[config.mk]
export PLATFORM = sky130hd
export DESIGN_NAME = uart_frame_top
export DESIGN_NICKNAME = d
export VERILOG_FILES = /design/src/hw/axil_pkg.sv /design/src/hw/uart_frame_pkg.sv /design/src/hw/frame_ctrl_regs.sv /design/src/hw/frame_rx_engine.sv /design/src/hw/frame_tx_engine.sv /design/src/hw/uart_byte_rx.sv /design/src/hw/uart_byte_tx.sv /design/src/hw/uart_frame_top.sv
export SDC_FILE = /design/constraint.sdc
export NUM_CORES = 1
export LEC_CHECK = 0
export BUFFER_PORTS_ARGS = -buffer_cell sky130_fd_sc_hd__clkbuf_2
export CAP_MARGIN = 15
export CORE_MARGIN = 3
export CORE_UTILIZATION = 40
export DETAILED_ROUTE_END_ITERATION = 6
export RECOVER_POWER = 100
export SYNTH_ARGS = -nofsm -noshare
export SYNTH_HDL_FRONTEND = slang
export SYNTH_SLANG_ARGS = --single-unit
[constraint.sdc]
create_clock -name sys_clk -period 6.82 [get_ports sys_clk]
set_input_delay 2.046 -clock sys_clk [delete_from_list [all_inputs] [get_ports sys_clk]]
set_output_delay 2.046 -clock sys_clk [all_outputs]
set_load 0.02 [all_outputs]
[src/hw/axil_pkg.sv]
/*
 * AXI4-Lite request and response structs
 * register offsets of the frame link
 */
package axil_pkg;

	localparam int ADDR_W = 8;
	localparam int DATA_W = 32;

	typedef struct packed {
		logic [ADDR_W-1:0]   awaddr;
		logic                awvalid;
		logic [DATA_W-1:0]   wdata;
		logic [DATA_W/8-1:0] wstrb;
		logic                wvalid;
		logic                bready;
		logic [ADDR_W-1:0]   araddr;
		logic                arvalid;
		logic                rready;
	} axil_req_t;

	typedef struct packed {
		logic              awready;
		logic              wready;
		logic              bvalid;
		logic [1:0]        bresp;
		logic              arready;
		logic              rvalid;
		logic [DATA_W-1:0] rdata;
		logic [1:0]        rresp;
	} axil_rsp_t;

	typedef enum logic [ADDR_W-1:0] {
		CTRL    = 8'h00,
		STATUS  = 8'h04,
		TX_BUF0 = 8'h10,
		TX_BUF1 = 8'h14,
		TX_BUF2 = 8'h18,
		TX_BUF3 = 8'h1c,
		RX_BUF0 = 8'h20,
		RX_BUF1 = 8'h24,
		RX_BUF2 = 8'h28,
		RX_BUF3 = 8'h2c
	} reg_addr_e;

endpackage

[src/hw/uart_frame_pkg.sv]
/*
 * framing constants and counter limits of the uart frame link
 * payload, byte, command, write and result structs
 * state enums of the frame engines and the byte modules
 */
package uart_frame_pkg;

	localparam int MAX_LEN = 16;
	localparam int LEN_W = 5;
	localparam int CLKS_PER_BIT = 16;
	localparam int RX_TIMEOUT_CLKS = 400;
	localparam int BIT_CNT_W = $clog2(CLKS_PER_BIT);
	localparam int TMO_CNT_W = $clog2(RX_TIMEOUT_CLKS);

	// '{' and '}'
	localparam logic [7:0] OPEN_CHAR = 8'h7b;
	localparam logic [7:0] CLOSE_CHAR = 8'h7d;

	// end values sized to their counters
	localparam logic [LEN_W-1:0] LEN_MAX = LEN_W'(MAX_LEN);
	localparam logic [BIT_CNT_W-1:0] BIT_LAST = BIT_CNT_W'(CLKS_PER_BIT - 1);
	localparam logic [BIT_CNT_W-1:0] BIT_HALF = BIT_CNT_W'(CLKS_PER_BIT / 2 - 1);
	localparam logic [TMO_CNT_W-1:0] TMO_LAST = TMO_CNT_W'(RX_TIMEOUT_CLKS - 1);

	// byte 0 goes on the line first
	typedef logic [MAX_LEN-1:0][7:0] payload_t;

	typedef struct packed {
		logic       valid;
		logic [7:0] data;
	} byte_req_t;

	typedef struct packed {
		logic             start;
		logic [LEN_W-1:0] length;
	} tx_cmd_t;

	typedef struct packed {
		logic       en;
		logic [3:0] idx;
		logic [7:0] data;
	} rx_wr_t;

	typedef struct packed {
		logic             done;
		logic [LEN_W-1:0] length;
		logic             overflow;
	} rx_result_t;

	typedef enum logic [2:0] {
		TX_IDLE, TX_OPEN1, TX_OPEN2, TX_BODY, TX_CLOSE1, TX_CLOSE2
	} tx_state_e;

	typedef enum logic [1:0] {RX_IDLE, RX_OPEN1, RX_BODY, RX_CLOSE1} rx_state_e;

	typedef enum logic [1:0] {BIT_IDLE, BIT_START, BIT_DATA, BIT_STOP} bit_state_e;

endpackage

[src/hw/frame_ctrl_regs.sv]
`timescale 1ns/1ps
/*
 * AXI4-Lite register slave of the frame link
 * CTRL and STATUS registers, transmit and receive buffers
 */
module frame_ctrl_regs (
	input  logic                       sys_clk,
	input  logic                       sys_rst_n,
	input  axil_pkg::axil_req_t        axil_req,
	output axil_pkg::axil_rsp_t        axil_rsp,
	input  logic                       tx_busy,
	output uart_frame_pkg::tx_cmd_t    tx_cmd,
	output uart_frame_pkg::payload_t   tx_payload,
	input  uart_frame_pkg::rx_wr_t     rx_wr,
	input  uart_frame_pkg::rx_result_t rx_result
);

	logic aw_fire;
	logic ar_fire;
	logic tx_wr;
	logic bvalid_q;
	logic rvalid_q;
	logic [axil_pkg::DATA_W-1:0] rdata_q;
	logic [axil_pkg::DATA_W-1:0] rd_mux;
	logic [axil_pkg::DATA_W-1:0] status_word;
	logic [uart_frame_pkg::LEN_W-1:0] ctrl_len;
	logic [uart_frame_pkg::LEN_W-1:0] wr_len;
	logic [uart_frame_pkg::LEN_W-1:0] clip_len;
	logic [uart_frame_pkg::LEN_W-1:0] rx_len;
	logic rx_valid;
	logic overflow;
	uart_frame_pkg::payload_t tx_buf;
	uart_frame_pkg::payload_t rx_buf;

	// address and data taken together, one write outstanding
	assign aw_fire = axil_req.awvalid && axil_req.wvalid && !bvalid_q;
	assign ar_fire = axil_req.arvalid && !rvalid_q;
	assign tx_wr = aw_fire && (axil_req.awaddr inside {axil_pkg::TX_BUF0, axil_pkg::TX_BUF1,
		axil_pkg::TX_BUF2, axil_pkg::TX_BUF3});

	always_comb begin
		axil_rsp.awready = aw_fire;
		axil_rsp.wready  = aw_fire;
		axil_rsp.bvalid  = bvalid_q;
		axil_rsp.bresp   = 2'b00;
		axil_rsp.arready = !rvalid_q;
		axil_rsp.rvalid  = rvalid_q;
		axil_rsp.rdata   = rdata_q;
		axil_rsp.rresp   = 2'b00;
	end

	// length of this CTRL write, at most a full payload
	assign wr_len = axil_req.wstrb[0] ? axil_req.wdata[uart_frame_pkg::LEN_W-1:0] : ctrl_len;
	assign clip_len = (wr_len > uart_frame_pkg::LEN_MAX) ? uart_frame_pkg::LEN_MAX : wr_len;
	assign tx_payload = tx_buf;
	assign status_word = {19'b0, rx_len, 5'b0, overflow, rx_valid, tx_busy};

	always_comb begin
		rd_mux = '0;
		case (axil_req.araddr)
			axil_pkg::CTRL: rd_mux = {{(axil_pkg::DATA_W - uart_frame_pkg::LEN_W){1'b0}}, ctrl_len};
			axil_pkg::STATUS: rd_mux = status_word;
			axil_pkg::TX_BUF0, axil_pkg::TX_BUF1, axil_pkg::TX_BUF2, axil_pkg::TX_BUF3:
				rd_mux = tx_buf[{axil_req.araddr[3:2], 2'b00} +: 4];
			axil_pkg::RX_BUF0, axil_pkg::RX_BUF1, axil_pkg::RX_BUF2, axil_pkg::RX_BUF3:
				rd_mux = rx_buf[{axil_req.araddr[3:2], 2'b00} +: 4];
			default: ;
		endcase
	end

	always_ff @(posedge sys_clk or negedge sys_rst_n) begin
		if (!sys_rst_n) begin
			bvalid_q <= 1'b0;
			rvalid_q <= 1'b0;
			rdata_q  <= '0;
			ctrl_len <= '0;
			tx_cmd   <= '0;
			rx_valid <= 1'b0;
			overflow <= 1'b0;
			rx_len   <= '0;
		end else begin
			tx_cmd.start <= 1'b0;
			if (aw_fire)
				bvalid_q <= 1'b1;
			else if (axil_req.bready)
				bvalid_q <= 1'b0;
			if (ar_fire) begin
				rvalid_q <= 1'b1;
				rdata_q  <= rd_mux;
			end else if (axil_req.rready) begin
				rvalid_q <= 1'b0;
			end
			if (aw_fire && axil_req.awaddr == axil_pkg::CTRL) begin
				if (axil_req.wstrb[0])
					ctrl_len <= clip_len;
				// start while a frame is going out is dropped
				if (axil_req.wstrb[1] && axil_req.wdata[8] && clip_len != '0 && !tx_busy) begin
					tx_cmd.start  <= 1'b1;
					tx_cmd.length <= clip_len;
				end
			end
			if (rx_result.done) begin
				rx_valid <= 1'b1;
				overflow <= rx_result.overflow;
				rx_len   <= rx_result.length;
			end else if (aw_fire && axil_req.awaddr == axil_pkg::STATUS &&
				axil_req.wstrb[0] && axil_req.wdata[1]) begin
				rx_valid <= 1'b0;
				overflow <= 1'b0;
			end
		end
	end

	always_ff @(posedge sys_clk) begin
		for (int b = 0; b < 4; b++) begin
			if (tx_wr && axil_req.wstrb[b])
				tx_buf[{axil_req.awaddr[3:2], 2'(b)}] <= axil_req.wdata[8*b +: 8];
		end
	end

	// each new frame overwrites from byte 0
	always_ff @(posedge sys_clk) begin
		if (rx_wr.en)
			rx_buf[rx_wr.idx] <= rx_wr.data;
	end

endmodule

[src/hw/frame_rx_engine.sv]
`timescale 1ns/1ps
/*
 * frame receive parser
 * finds {{ ... }}, writes the payload out, flags overflow
 * drops a partial frame after a silence timeout
 */
module frame_rx_engine (
	input  logic                       sys_clk,
	input  logic                       sys_rst_n,
	input  uart_frame_pkg::byte_req_t  rx_byte,
	output uart_frame_pkg::rx_wr_t     wr,
	output uart_frame_pkg::rx_result_t result
);

	uart_frame_pkg::rx_state_e state;
	logic [uart_frame_pkg::LEN_W-1:0] cnt;
	logic [uart_frame_pkg::TMO_CNT_W-1:0] idle_cnt;
	logic ovf;
	logic pend_valid;
	logic [7:0] pend_data;
	logic take_en;
	logic [7:0] take_data;
	logic is_open;
	logic is_close;

	assign is_open = rx_byte.valid && rx_byte.data == uart_frame_pkg::OPEN_CHAR;
	assign is_close = rx_byte.valid && rx_byte.data == uart_frame_pkg::CLOSE_CHAR;

	// lone } is content, written first, the byte after it one cycle later
	always_comb begin
		take_en = 1'b0;
		take_data = rx_byte.data;
		if (pend_valid) begin
			take_en = 1'b1;
			take_data = pend_data;
		end else if (rx_byte.valid && !is_close) begin
			if (state == uart_frame_pkg::RX_BODY) begin
				take_en = 1'b1;
			end else if (state == uart_frame_pkg::RX_CLOSE1) begin
				take_en = 1'b1;
				take_data = uart_frame_pkg::CLOSE_CHAR;
			end
		end
	end

	always_ff @(posedge sys_clk or negedge sys_rst_n) begin
		if (!sys_rst_n) begin
			state      <= uart_frame_pkg::RX_IDLE;
			cnt        <= '0;
			idle_cnt   <= '0;
			ovf        <= 1'b0;
			pend_valid <= 1'b0;
			pend_data  <= '0;
			wr         <= '0;
			result     <= '0;
		end else begin
			wr.en   <= take_en && (cnt != uart_frame_pkg::LEN_MAX);
			wr.idx  <= cnt[3:0];
			wr.data <= take_data;
			pend_valid <= (state == uart_frame_pkg::RX_CLOSE1) && rx_byte.valid && !is_close;
			pend_data  <= rx_byte.data;
			result.done     <= (state == uart_frame_pkg::RX_CLOSE1) && is_close;
			result.length   <= cnt;
			result.overflow <= ovf;
			// bytes past a full buffer are dropped
			if (take_en) begin
				if (cnt != uart_frame_pkg::LEN_MAX)
					cnt <= cnt + 1'b1;
				else
					ovf <= 1'b1;
			end
			if (state == uart_frame_pkg::RX_IDLE || rx_byte.valid)
				idle_cnt <= '0;
			else
				idle_cnt <= idle_cnt + 1'b1;
			if (rx_byte.valid) begin
				case (state)
					uart_frame_pkg::RX_IDLE: begin
						if (is_open)
							state <= uart_frame_pkg::RX_OPEN1;
					end
					uart_frame_pkg::RX_OPEN1: begin
						state <= is_open ? uart_frame_pkg::RX_BODY : uart_frame_pkg::RX_IDLE;
						cnt   <= '0;
						ovf   <= 1'b0;
					end
					uart_frame_pkg::RX_BODY: begin
						if (is_close)
							state <= uart_frame_pkg::RX_CLOSE1;
					end
					default: state <= is_close ? uart_frame_pkg::RX_IDLE : uart_frame_pkg::RX_BODY;
				endcase
			end else if (state != uart_frame_pkg::RX_IDLE && idle_cnt == uart_frame_pkg::TMO_LAST) begin
				state <= uart_frame_pkg::RX_IDLE;
			end
		end
	end

endmodule

[src/hw/frame_tx_engine.sv]
`timescale 1ns/1ps
/*
 * frame transmit sequencer
 * sends {{ payload }} through the byte serializer
 */
module frame_tx_engine (
	input  logic                      sys_clk,
	input  logic                      sys_rst_n,
	input  uart_frame_pkg::tx_cmd_t   cmd,
	input  uart_frame_pkg::payload_t  payload,
	input  logic                      byte_done,
	output uart_frame_pkg::byte_req_t byte_req,
	output logic                      busy
);

	uart_frame_pkg::tx_state_e state;
	uart_frame_pkg::tx_state_e nxt_state;
	uart_frame_pkg::payload_t payload_q;
	logic [uart_frame_pkg::LEN_W-1:0] len_q;
	logic [3:0] idx;
	logic [3:0] nxt_idx;
	logic kick;
	logic last_body;

	assign busy = (state != uart_frame_pkg::TX_IDLE);
	assign last_body = ({1'b0, idx} == len_q - 1'b1);

	// state is the byte on the line, nxt_state the one requested on done
	always_comb begin
		nxt_state = state;
		nxt_idx = idx;
		if (byte_done) begin
			case (state)
				uart_frame_pkg::TX_OPEN1: nxt_state = uart_frame_pkg::TX_OPEN2;
				uart_frame_pkg::TX_OPEN2: begin
					nxt_state = uart_frame_pkg::TX_BODY;
					nxt_idx = '0;
				end
				uart_frame_pkg::TX_BODY: begin
					if (last_body)
						nxt_state = uart_frame_pkg::TX_CLOSE1;
					else
						nxt_idx = idx + 1'b1;
				end
				uart_frame_pkg::TX_CLOSE1: nxt_state = uart_frame_pkg::TX_CLOSE2;
				default: nxt_state = uart_frame_pkg::TX_IDLE;
			endcase
		end
		// next byte goes out in the cycle done arrives
		byte_req.valid = kick || (byte_done && nxt_state != uart_frame_pkg::TX_IDLE);
		case (nxt_state)
			uart_frame_pkg::TX_BODY: byte_req.data = payload_q[nxt_idx];
			uart_frame_pkg::TX_CLOSE1, uart_frame_pkg::TX_CLOSE2: byte_req.data = uart_frame_pkg::CLOSE_CHAR;
			default: byte_req.data = uart_frame_pkg::OPEN_CHAR;
		endcase
	end

	always_ff @(posedge sys_clk or negedge sys_rst_n) begin
		if (!sys_rst_n) begin
			state <= uart_frame_pkg::TX_IDLE;
			idx   <= '0;
			len_q <= '0;
			kick  <= 1'b0;
		end else begin
			kick <= 1'b0;
			if (state == uart_frame_pkg::TX_IDLE) begin
				if (cmd.start && cmd.length != '0) begin
					state <= uart_frame_pkg::TX_OPEN1;
					len_q <= cmd.length;
					idx   <= '0;
					kick  <= 1'b1;
				end
			end else begin
				state <= nxt_state;
				idx   <= nxt_idx;
			end
		end
	end

	// own copy, so the host can refill its buffer during a frame
	always_ff @(posedge sys_clk) begin
		if (state == uart_frame_pkg::TX_IDLE && cmd.start)
			payload_q <= payload;
	end

endmodule

[src/hw/uart_byte_rx.sv]
`timescale 1ns/1ps
/*
 * 8N1 deserializer
 * two-flop input sync, start bit re-check, mid-bit sampling
 */
module uart_byte_rx (
	input  logic                      sys_clk,
	input  logic                      sys_rst_n,
	input  logic                      rxd,
	output uart_frame_pkg::byte_req_t rx_byte
);

	uart_frame_pkg::bit_state_e state;
	logic [uart_frame_pkg::BIT_CNT_W-1:0] clk_cnt;
	logic [2:0] bit_idx;
	logic [7:0] shift_q;
	logic rxd_s1;
	logic rxd_s2;
	logic rxd_d;
	logic fall;

	assign fall = rxd_d & ~rxd_s2;

	always_ff @(posedge sys_clk or negedge sys_rst_n) begin
		if (!sys_rst_n) begin
			rxd_s1 <= 1'b1;
			rxd_s2 <= 1'b1;
			rxd_d  <= 1'b1;
		end else begin
			rxd_s1 <= rxd;
			rxd_s2 <= rxd_s1;
			rxd_d  <= rxd_s2;
		end
	end

	always_ff @(posedge sys_clk or negedge sys_rst_n) begin
		if (!sys_rst_n) begin
			state   <= uart_frame_pkg::BIT_IDLE;
			clk_cnt <= '0;
			bit_idx <= '0;
			shift_q <= '0;
			rx_byte <= '0;
		end else begin
			rx_byte.valid <= 1'b0;
			clk_cnt <= clk_cnt + 1'b1;
			case (state)
				uart_frame_pkg::BIT_IDLE: begin
					clk_cnt <= '0;
					if (fall)
						state <= uart_frame_pkg::BIT_START;
				end
				uart_frame_pkg::BIT_START: begin
					// half a bit in, a glitch has gone high again
					if (clk_cnt == uart_frame_pkg::BIT_HALF) begin
						clk_cnt <= '0;
						bit_idx <= '0;
						state   <= rxd_s2 ? uart_frame_pkg::BIT_IDLE : uart_frame_pkg::BIT_DATA;
					end
				end
				uart_frame_pkg::BIT_DATA: begin
					if (clk_cnt == uart_frame_pkg::BIT_LAST) begin
						clk_cnt <= '0;
						shift_q <= {rxd_s2, shift_q[7:1]};
						bit_idx <= bit_idx + 1'b1;
						if (bit_idx == 3'd7)
							state <= uart_frame_pkg::BIT_STOP;
					end
				end
				default: begin
					// mid stop bit, framing error drops the byte
					if (clk_cnt == uart_frame_pkg::BIT_LAST) begin
						state         <= uart_frame_pkg::BIT_IDLE;
						rx_byte.valid <= rxd_s2;
						rx_byte.data  <= shift_q;
					end
				end
			endcase
		end
	end

endmodule

[src/hw/uart_byte_tx.sv]
`timescale 1ns/1ps
/*
 * 8N1 serializer, one byte per request, LSB first
 */
module uart_byte_tx (
	input  logic                      sys_clk,
	input  logic                      sys_rst_n,
	input  uart_frame_pkg::byte_req_t req,
	output logic                      txd,
	output logic                      done
);

	uart_frame_pkg::bit_state_e state;
	logic [uart_frame_pkg::BIT_CNT_W-1:0] clk_cnt;
	logic [2:0] bit_idx;
	logic [7:0] shift_q;
	logic bit_end;

	assign bit_end = (clk_cnt == uart_frame_pkg::BIT_LAST);

	always_ff @(posedge sys_clk or negedge sys_rst_n) begin
		if (!sys_rst_n) begin
			state   <= uart_frame_pkg::BIT_IDLE;
			clk_cnt <= '0;
			bit_idx <= '0;
			shift_q <= '0;
			txd     <= 1'b1;
			done    <= 1'b0;
		end else begin
			done <= 1'b0;
			// bit timer only runs while a byte is on the line
			if (state == uart_frame_pkg::BIT_IDLE || bit_end)
				clk_cnt <= '0;
			else
				clk_cnt <= clk_cnt + 1'b1;
			case (state)
				uart_frame_pkg::BIT_IDLE: begin
					if (req.valid) begin
						state   <= uart_frame_pkg::BIT_START;
						txd     <= 1'b0;
						shift_q <= req.data;
					end
				end
				uart_frame_pkg::BIT_START: begin
					if (bit_end) begin
						state   <= uart_frame_pkg::BIT_DATA;
						txd     <= shift_q[0];
						shift_q <= shift_q >> 1;
						bit_idx <= '0;
					end
				end
				uart_frame_pkg::BIT_DATA: begin
					if (bit_end && bit_idx == 3'd7) begin
						state <= uart_frame_pkg::BIT_STOP;
						txd   <= 1'b1;
					end else if (bit_end) begin
						txd     <= shift_q[0];
						shift_q <= shift_q >> 1;
						bit_idx <= bit_idx + 1'b1;
					end
				end
				default: begin
					// stop bit, done lands one cycle after it ends
					if (bit_end) begin
						state <= uart_frame_pkg::BIT_IDLE;
						done  <= 1'b1;
					end
				end
			endcase
		end
	end

endmodule

[src/hw/uart_frame_top.sv]
`timescale 1ns/1ps
/*
 * top level of the framed uart link
 * register slave, frame engines and byte serdes
 */
module uart_frame_top (
	input  logic                sys_clk,
	input  logic                sys_rst_n,
	input  axil_pkg::axil_req_t axil_req,
	output axil_pkg::axil_rsp_t axil_rsp,
	input  logic                uart_rx,
	output logic                uart_tx
);

	uart_frame_pkg::tx_cmd_t tx_cmd;
	uart_frame_pkg::payload_t tx_payload;
	uart_frame_pkg::byte_req_t tx_byte;
	uart_frame_pkg::byte_req_t rx_byte;
	uart_frame_pkg::rx_wr_t rx_wr;
	uart_frame_pkg::rx_result_t rx_result;
	logic tx_busy;
	logic tx_byte_done;

	frame_ctrl_regs u_ctrl (
		.sys_clk    (sys_clk),
		.sys_rst_n  (sys_rst_n),
		.axil_req   (axil_req),
		.axil_rsp   (axil_rsp),
		.tx_busy    (tx_busy),
		.tx_cmd     (tx_cmd),
		.tx_payload (tx_payload),
		.rx_wr      (rx_wr),
		.rx_result  (rx_result)
	);

	frame_tx_engine u_tx_engine (
		.sys_clk   (sys_clk),
		.sys_rst_n (sys_rst_n),
		.cmd       (tx_cmd),
		.payload   (tx_payload),
		.byte_done (tx_byte_done),
		.byte_req  (tx_byte),
		.busy      (tx_busy)
	);

	uart_byte_tx u_byte_tx (
		.sys_clk   (sys_clk),
		.sys_rst_n (sys_rst_n),
		.req       (tx_byte),
		.txd       (uart_tx),
		.done      (tx_byte_done)
	);

	uart_byte_rx u_byte_rx (
		.sys_clk   (sys_clk),
		.sys_rst_n (sys_rst_n),
		.rxd       (uart_rx),
		.rx_byte   (rx_byte)
	);

	frame_rx_engine u_rx_engine (
		.sys_clk   (sys_clk),
		.sys_rst_n (sys_rst_n),
		.rx_byte   (rx_byte),
		.wr        (rx_wr),
		.result    (rx_result)
	);

endmodule

# Word level (Yosys, flattened, before mapping)
# Cells that the tools add are included.
# op_classes
add_sub_neg	8
order_cmp	12
n_eq_ne	50
shift	16
mux	105
bitwise_logic	3
reduce_logical	77
# ops
cell	count
bitwise mux 128 bit	5
two-way mux 128 bit	4
variable part select 16 x 5 -> 4 bit	16
one-hot mux 32 bit (4 select lines)	1
two-way mux 8 bit	13
demux 8 bit (select 2 bit)	4
equality test 8 x 5 -> 1 bit, second input constant	8
binary-select mux 8 bit (select 4 bit)	1
demux 8 bit (select 4 bit)	1
equality test 8 x 6 -> 1 bit, second input constant	4
logical AND 1 bit	32
two-way mux 2 bit	16
less-than comparator 4 x 5 -> 1 bit, second input constant	6
two-way mux 5 bit	6
two-way mux 4 bit	7
two-way mux 3 bit	9
two-way mux 9 bit	3
one-hot mux 8 bit (3 select lines)	1
two-way mux 1 bit	22
greater-or-equal comparator 4 x 1 -> 1 bit, second input constant	5
one-hot mux 2 bit (3 select lines)	3
equality test 8 x 3 -> 1 bit, second input constant	2
equality test 8 x 7 -> 1 bit, second input constant	2
logical NOT 8 bit	2
43 further kinds	98
# totals
reg_bits	543
inputBits	60
output_inout_bits	42
word_cells	359

# Depth between registers and ports, before layout
# depth
depth_word	12
mapped_depth	13
mapped_depth_nobuf	11

# By module
# From an unflattened synthesis, not the netlist that was laid out.
# unflattened
cells_unflattened	1423
hier_area_um2	22335.2
# modules_own_cells
module	instances	cells_per_inst	area_each_um2	seq_area_each_um2
frame_ctrl_regs	1	677	12230.5	8988.6
frame_tx_engine	1	407	6100.9	4169.0
frame_rx_engine	1	159	1746.7	1051.0
uart_byte_rx	1	86	1236.2	729.4
uart_byte_tx	1	94	1021.0	476.7

# Least setup slack after synthesis
# Ideal clock, no wire load.
# synth_timing
path_type	reg2reg
start	register u_tx_engine.state[0]
end	register u_tx_engine.len_q[4] (netlist bit)
setup_time_ns	0.128
t_arrival_ns	5.430
required_time_ns	6.692
slack_ns	1.263
path_stages_with_launch	6
path_buffers	1
synth_period_minus_slack_ns	5.557
path_cell_list	dfrtp_1 clkbuf_1 nor3_1 and2_1 o21ai_1 mux2_2
# synth_via
elab_chain_cells	2
# synth_rtl
item	line	rtl
from (decl)	frame_tx_engine.sv:16	uart_frame_pkg::tx_state_e state;
from (signal assigned)	frame_tx_engine.sv:60	state <= uart_frame_pkg::TX_IDLE;
from (signal assigned)	frame_tx_engine.sv:68	state <= uart_frame_pkg::TX_OPEN1;
from (signal assigned)	frame_tx_engine.sv:74	state <= nxt_state;
logical NOT 3 bit	frame_tx_engine.sv:66	if (state == uart_frame_pkg::TX_IDLE) begin
AND reduction 2 bit (no line)	-	
to (signal assigned)	frame_tx_engine.sv:69	len_q <= cmd.length;
to (decl)	frame_tx_engine.sv:19	logic [uart_frame_pkg::LEN_W-1:0] len_q;
# Every way passes these cells.
# A chain may end at the register's enable or synchronous reset.

# Final worst setup path
# layout_timing
start	input port axil_req[5] (netlist bit)
end	register u_ctrl.rdata_q[31] (netlist bit)
# layout_via
elab_chain_cells	3
word_cells_on_any_way	15
classes_between	eq/ne: 9; shift: 2; mux: 1; reduce/logical: 3
# layout_rtl
item	line	rtl
from (decl)	uart_frame_top.sv:9	input axil_pkg::axil_req_t axil_req,
parallel branches: the longest is 2 deep, another holds variable part select 16 x 5 -> 4 bit	-	
one-hot mux 32 bit (4 select lines) (*)	frame_ctrl_regs.sv:60	case (axil_req.araddr)
to (signal assigned)	frame_ctrl_regs.sv:89	rdata_q <= rd_mux;
to (decl)	frame_ctrl_regs.sv:23	logic [axil_pkg::DATA_W-1:0] rdata_q;
# Mark *: on every way between the ends.

==> run_results.csv <==
group,metric,value,unit
status,outcome,"complete, but fails checks",
status,violations,"max-capacitance violations, max-slew violations",
timing,rsz0062_at_grt,"no",
synthesis,synth_top_area_share,0.530,
timing,setup_tns,0,ns
timing,period_share,0.705,
cts,cts_resized,0,
setup_path,critPathCapture,"u_ctrl.rdata_q[31]",
flow_run,maxCapViolCount,3,
floorplan,fp.dieH,239,um
placed_design,placedCellCount,2174,
synthesis,synth_top_cell_by_area,"edfxtp_1",
placed_design,io_buffers,97,
cells_and_area,final_cells,2287,
cts,cts_root_buffer,"clkbuf_16",
floorplan,core,0.0532,mm^2
cts,cts-buffers-inserted,55,
cells_and_area,drive_gt1_frac,0.150,
timing,fin_ws,2.01,ns
timing,worst_pin_slew,2.47,ns
timing,maxSlewViolCount,124,
synthesis,avgSynthCellArea,15.1,um^2
grt,grt_use_total,0.188,
synthesis,synthCells,1444,
setup_path,worstPathRequired,7.21,ns
min_path,hold_class,"flip-flop to flip-flop",
detailed_routing,wl_per_cell,23.4,um
timing,clock_skew,0.0212,ns
cts,insertion_delay,0.60,ns
setup_path,cp-end-kind,"flip-flop",
pwr,ir_drop,0.157,mV
detailed_routing,top_layer_used,"met5",
detailed_routing,wl_met3,3210,um
setup_path,worstRegToRegCells,12,
cells_and_area,mostFrequentLayoutCell,"edfxtp_1",
floorplan,chipWidth,239,um
cts,cts_hold_buf,0,
synthesis,ys_ff_latch,539,
synthesis,synth.distinct_cells,72,
pwr,p_per_area,295,mW/mm^2
detailed_routing,drt_wl_total,53500,um
cts,cts_buffer_depth,3,
detailed_routing,drt_drc_violations_left,0,
setup_path,rr_startpoint,"u_tx_engine.len_q[0]",
setup_path,startpoint,"axil_req[5]",
detailed_routing,wl_met1,22200,um
synthesis,synth_edf_count,384,
placed_design,pre_cts_slack,2.25,ns
timing,period_needed,4.81,ns
cells_and_area,final_cell_mix,"edfxtp_1, dfrtp_1, nand2_1",
grt,grt_pass1_wl,79900,um
detailed_routing,drt-vias-per-instance,5.57,
setup_path,crit_type,"input port to flip-flop",
cells_and_area,area_delta_synth_final,13.7,%
synthesis,synth.area.top_cells,"edfxtp_1, dfrtp_1, mux4_2",
detailed_routing,final_antenna_net_count,0,
setup_path,crit_fanout,34,
detailed_routing,met2_length,26500,um
cts,clk_pin_slew,0.06,ns
synthesis,seq_area_frac_synth,0.708,
timing,report.final.hold_viol_count,0,
cts,cts_sinks,539,
floorplan,die_area,0.0573,mm^2
synthesis,yosysWarnings,0,
setup_path,r2r-end,"u_byte_tx.shift_q[6]",
timing,holdWs,0.387,ns
min_path,hp-start,"u_rx_engine.ovf",
detailed_routing,drt_iter0_markers,1132,
cts,h-tree-depth,2,
synthesis,synth_flop_cell,"edfxtp_1",
floorplan,ios,102,
detailed_routing,drt_first_pass_iters,6,
timing,fmax,208,MHz
timing,slew-limit-headroom,-0.645,
grt,antenna_found_initial,9,
setup_path,cp-start-kind,"input port",
grt,grt_pass1_vias,12700,
grt,grt-ovfl-total,0,
floorplan,num_rows,84,
setup_path,critical_path_arrival,5.20,ns
placed_design,place_hpwl,36900,um
cells_and_area,nFillCells,4639,
placed_design,routabilityCongestion,0.847,
synthesis,synth_area,0.0218,mm^2
floorplan,start_util,0.409,
pwr,power.leakage,8.48,nW
cts,cts_setup_buffers,0,
cts,cts_tree,"yes",
timing,setup_viol,0,
cells_and_area,nets,1626,
setup_path,r2r_setup_slack,2.35,ns
detailed_routing,vias,12700,
synthesis,synthArstFlopShare,0.288,
grt,grt_max_degree,127,
power by group:
part | switching [mW] | internal, mW
combinational | 0.327 | 0.187
clock | 1.26 | 1.93
sequential | 0.0566 | 3.55
total | 1.64 | 5.66
worst max-delay path, stage by stage:
cell and delay [ns]:
clkbuf_1 1.58, buf_4 0.69, mux4_2 0.51, a22oi_1 0.21, o21ai_0 0.10
layer usage:
| layer | vias to the layer above | GRT usage |
|---|---|---|
| li1 | 5690 | - |
| met3 | 88 | 0.0333 |
| met1 | 6545 | 0.252 |
| met4 | 6 | 0.0685 |
| met2 | 412 | 0.311 |
| met5 | - | 0 |
area by class of cell:
type / instances / area, um^2 / share of cell area
sequential: 539 / 15400 / 0.622
multi-input combinational: 795 / 5850 / 0.236
clock buffer: 78 / 1540 / 0.0622
tap: 688 / 861 / 0.0348
timing repair buffer: 120 / 547 / 0.0221
clock inverter: 26 / 402 / 0.0162
inverter: 36 / 135 / 0.00546
antenna: 5 / 12.5 / 0.000505
through the flow:
step                      cell area [um^2]  power (mW)   util
final                                24800        7.30  0.466
after global placement               22900        4.17  0.431
after CTS                            24900        7.37  0.468
after detailed placement             22900        4.19  0.432
after global routing                 24800        7.57  0.465
after floorplan                      21800        4.02      -
cells by family (layout without fill, tap and decap cells):
kind of cell / after synthesis / after routing / synth area share
flip-flops: 539 / 539 / 0.708
AND/OR/NAND/NOR: 396 / 396 / 0.0871
AO/OA/AOI/OAI: 247 / 247 / 0.0737
buffers and inverters: 113 / 260 / 0.0233
multiplexers: 111 / 111 / 0.0896
adder cells (fa/ha/maj): 19 / 19 / 0.0109
XOR/XNOR: 18 / 18 / 0.00724
other: 1 / 9 / 0.000172
synthesized netlist by cell type, types with 5 or more instances:
cell type,number
xnor2_1,9
mux4_2,64
a222oi_1,7
a22oi_1,23
mux2i_1,18
a32o_1,11
buf_4,12
buf_1,7
and2_1,37
edfxtp_1,384
o21ai_0,100
nor4_1,5
and3_1,7
nand3_1,22
nand4_1,9
nand2_1,136
nor3b_1,5
nor2_1,114
or3_1,11
inv_1,36
dfrtp_1,151
a221oi_1,7
o31a_1,5
nor3_1,17
clkbuf_1,43
mux2_2,28
ha_1,19
o22ai_1,11
a21oi_1,35
nand2b_1,8
buf_2,12
xor2_1,9
flip-flops by register name, summed over array words and instances, names as in the netlist, 8 cells and up:
register / flops
u_byte_tx.shift_q: 8
u_byte_rx.rx_byte: 9
u_rx_engine.idle_cnt: 9
u_rx_engine.pend_data: 8
u_ctrl.rx_buf: 128
u_byte_rx.shift_q: 8
u_ctrl.rdata_q: 32
u_rx_engine.wr: 11
u_tx_engine.payload_q: 128
u_ctrl.tx_payload: 128
worst min-delay path by stage:
stage                       endpoint  cells after the start
6_report       u_rx_engine.result[0]                      0
5_1_grt              u_byte_rx.rxd_d                      0
4_1_cts              u_byte_rx.rxd_d                      0
3_5_place_dp         u_byte_rx.rxd_d                      0
3_3_place_gp         u_byte_rx.rxd_d                      0
2_1_floorplan       u_byte_rx.rxd_s2                      0
(Power assumes the default switching activity.)
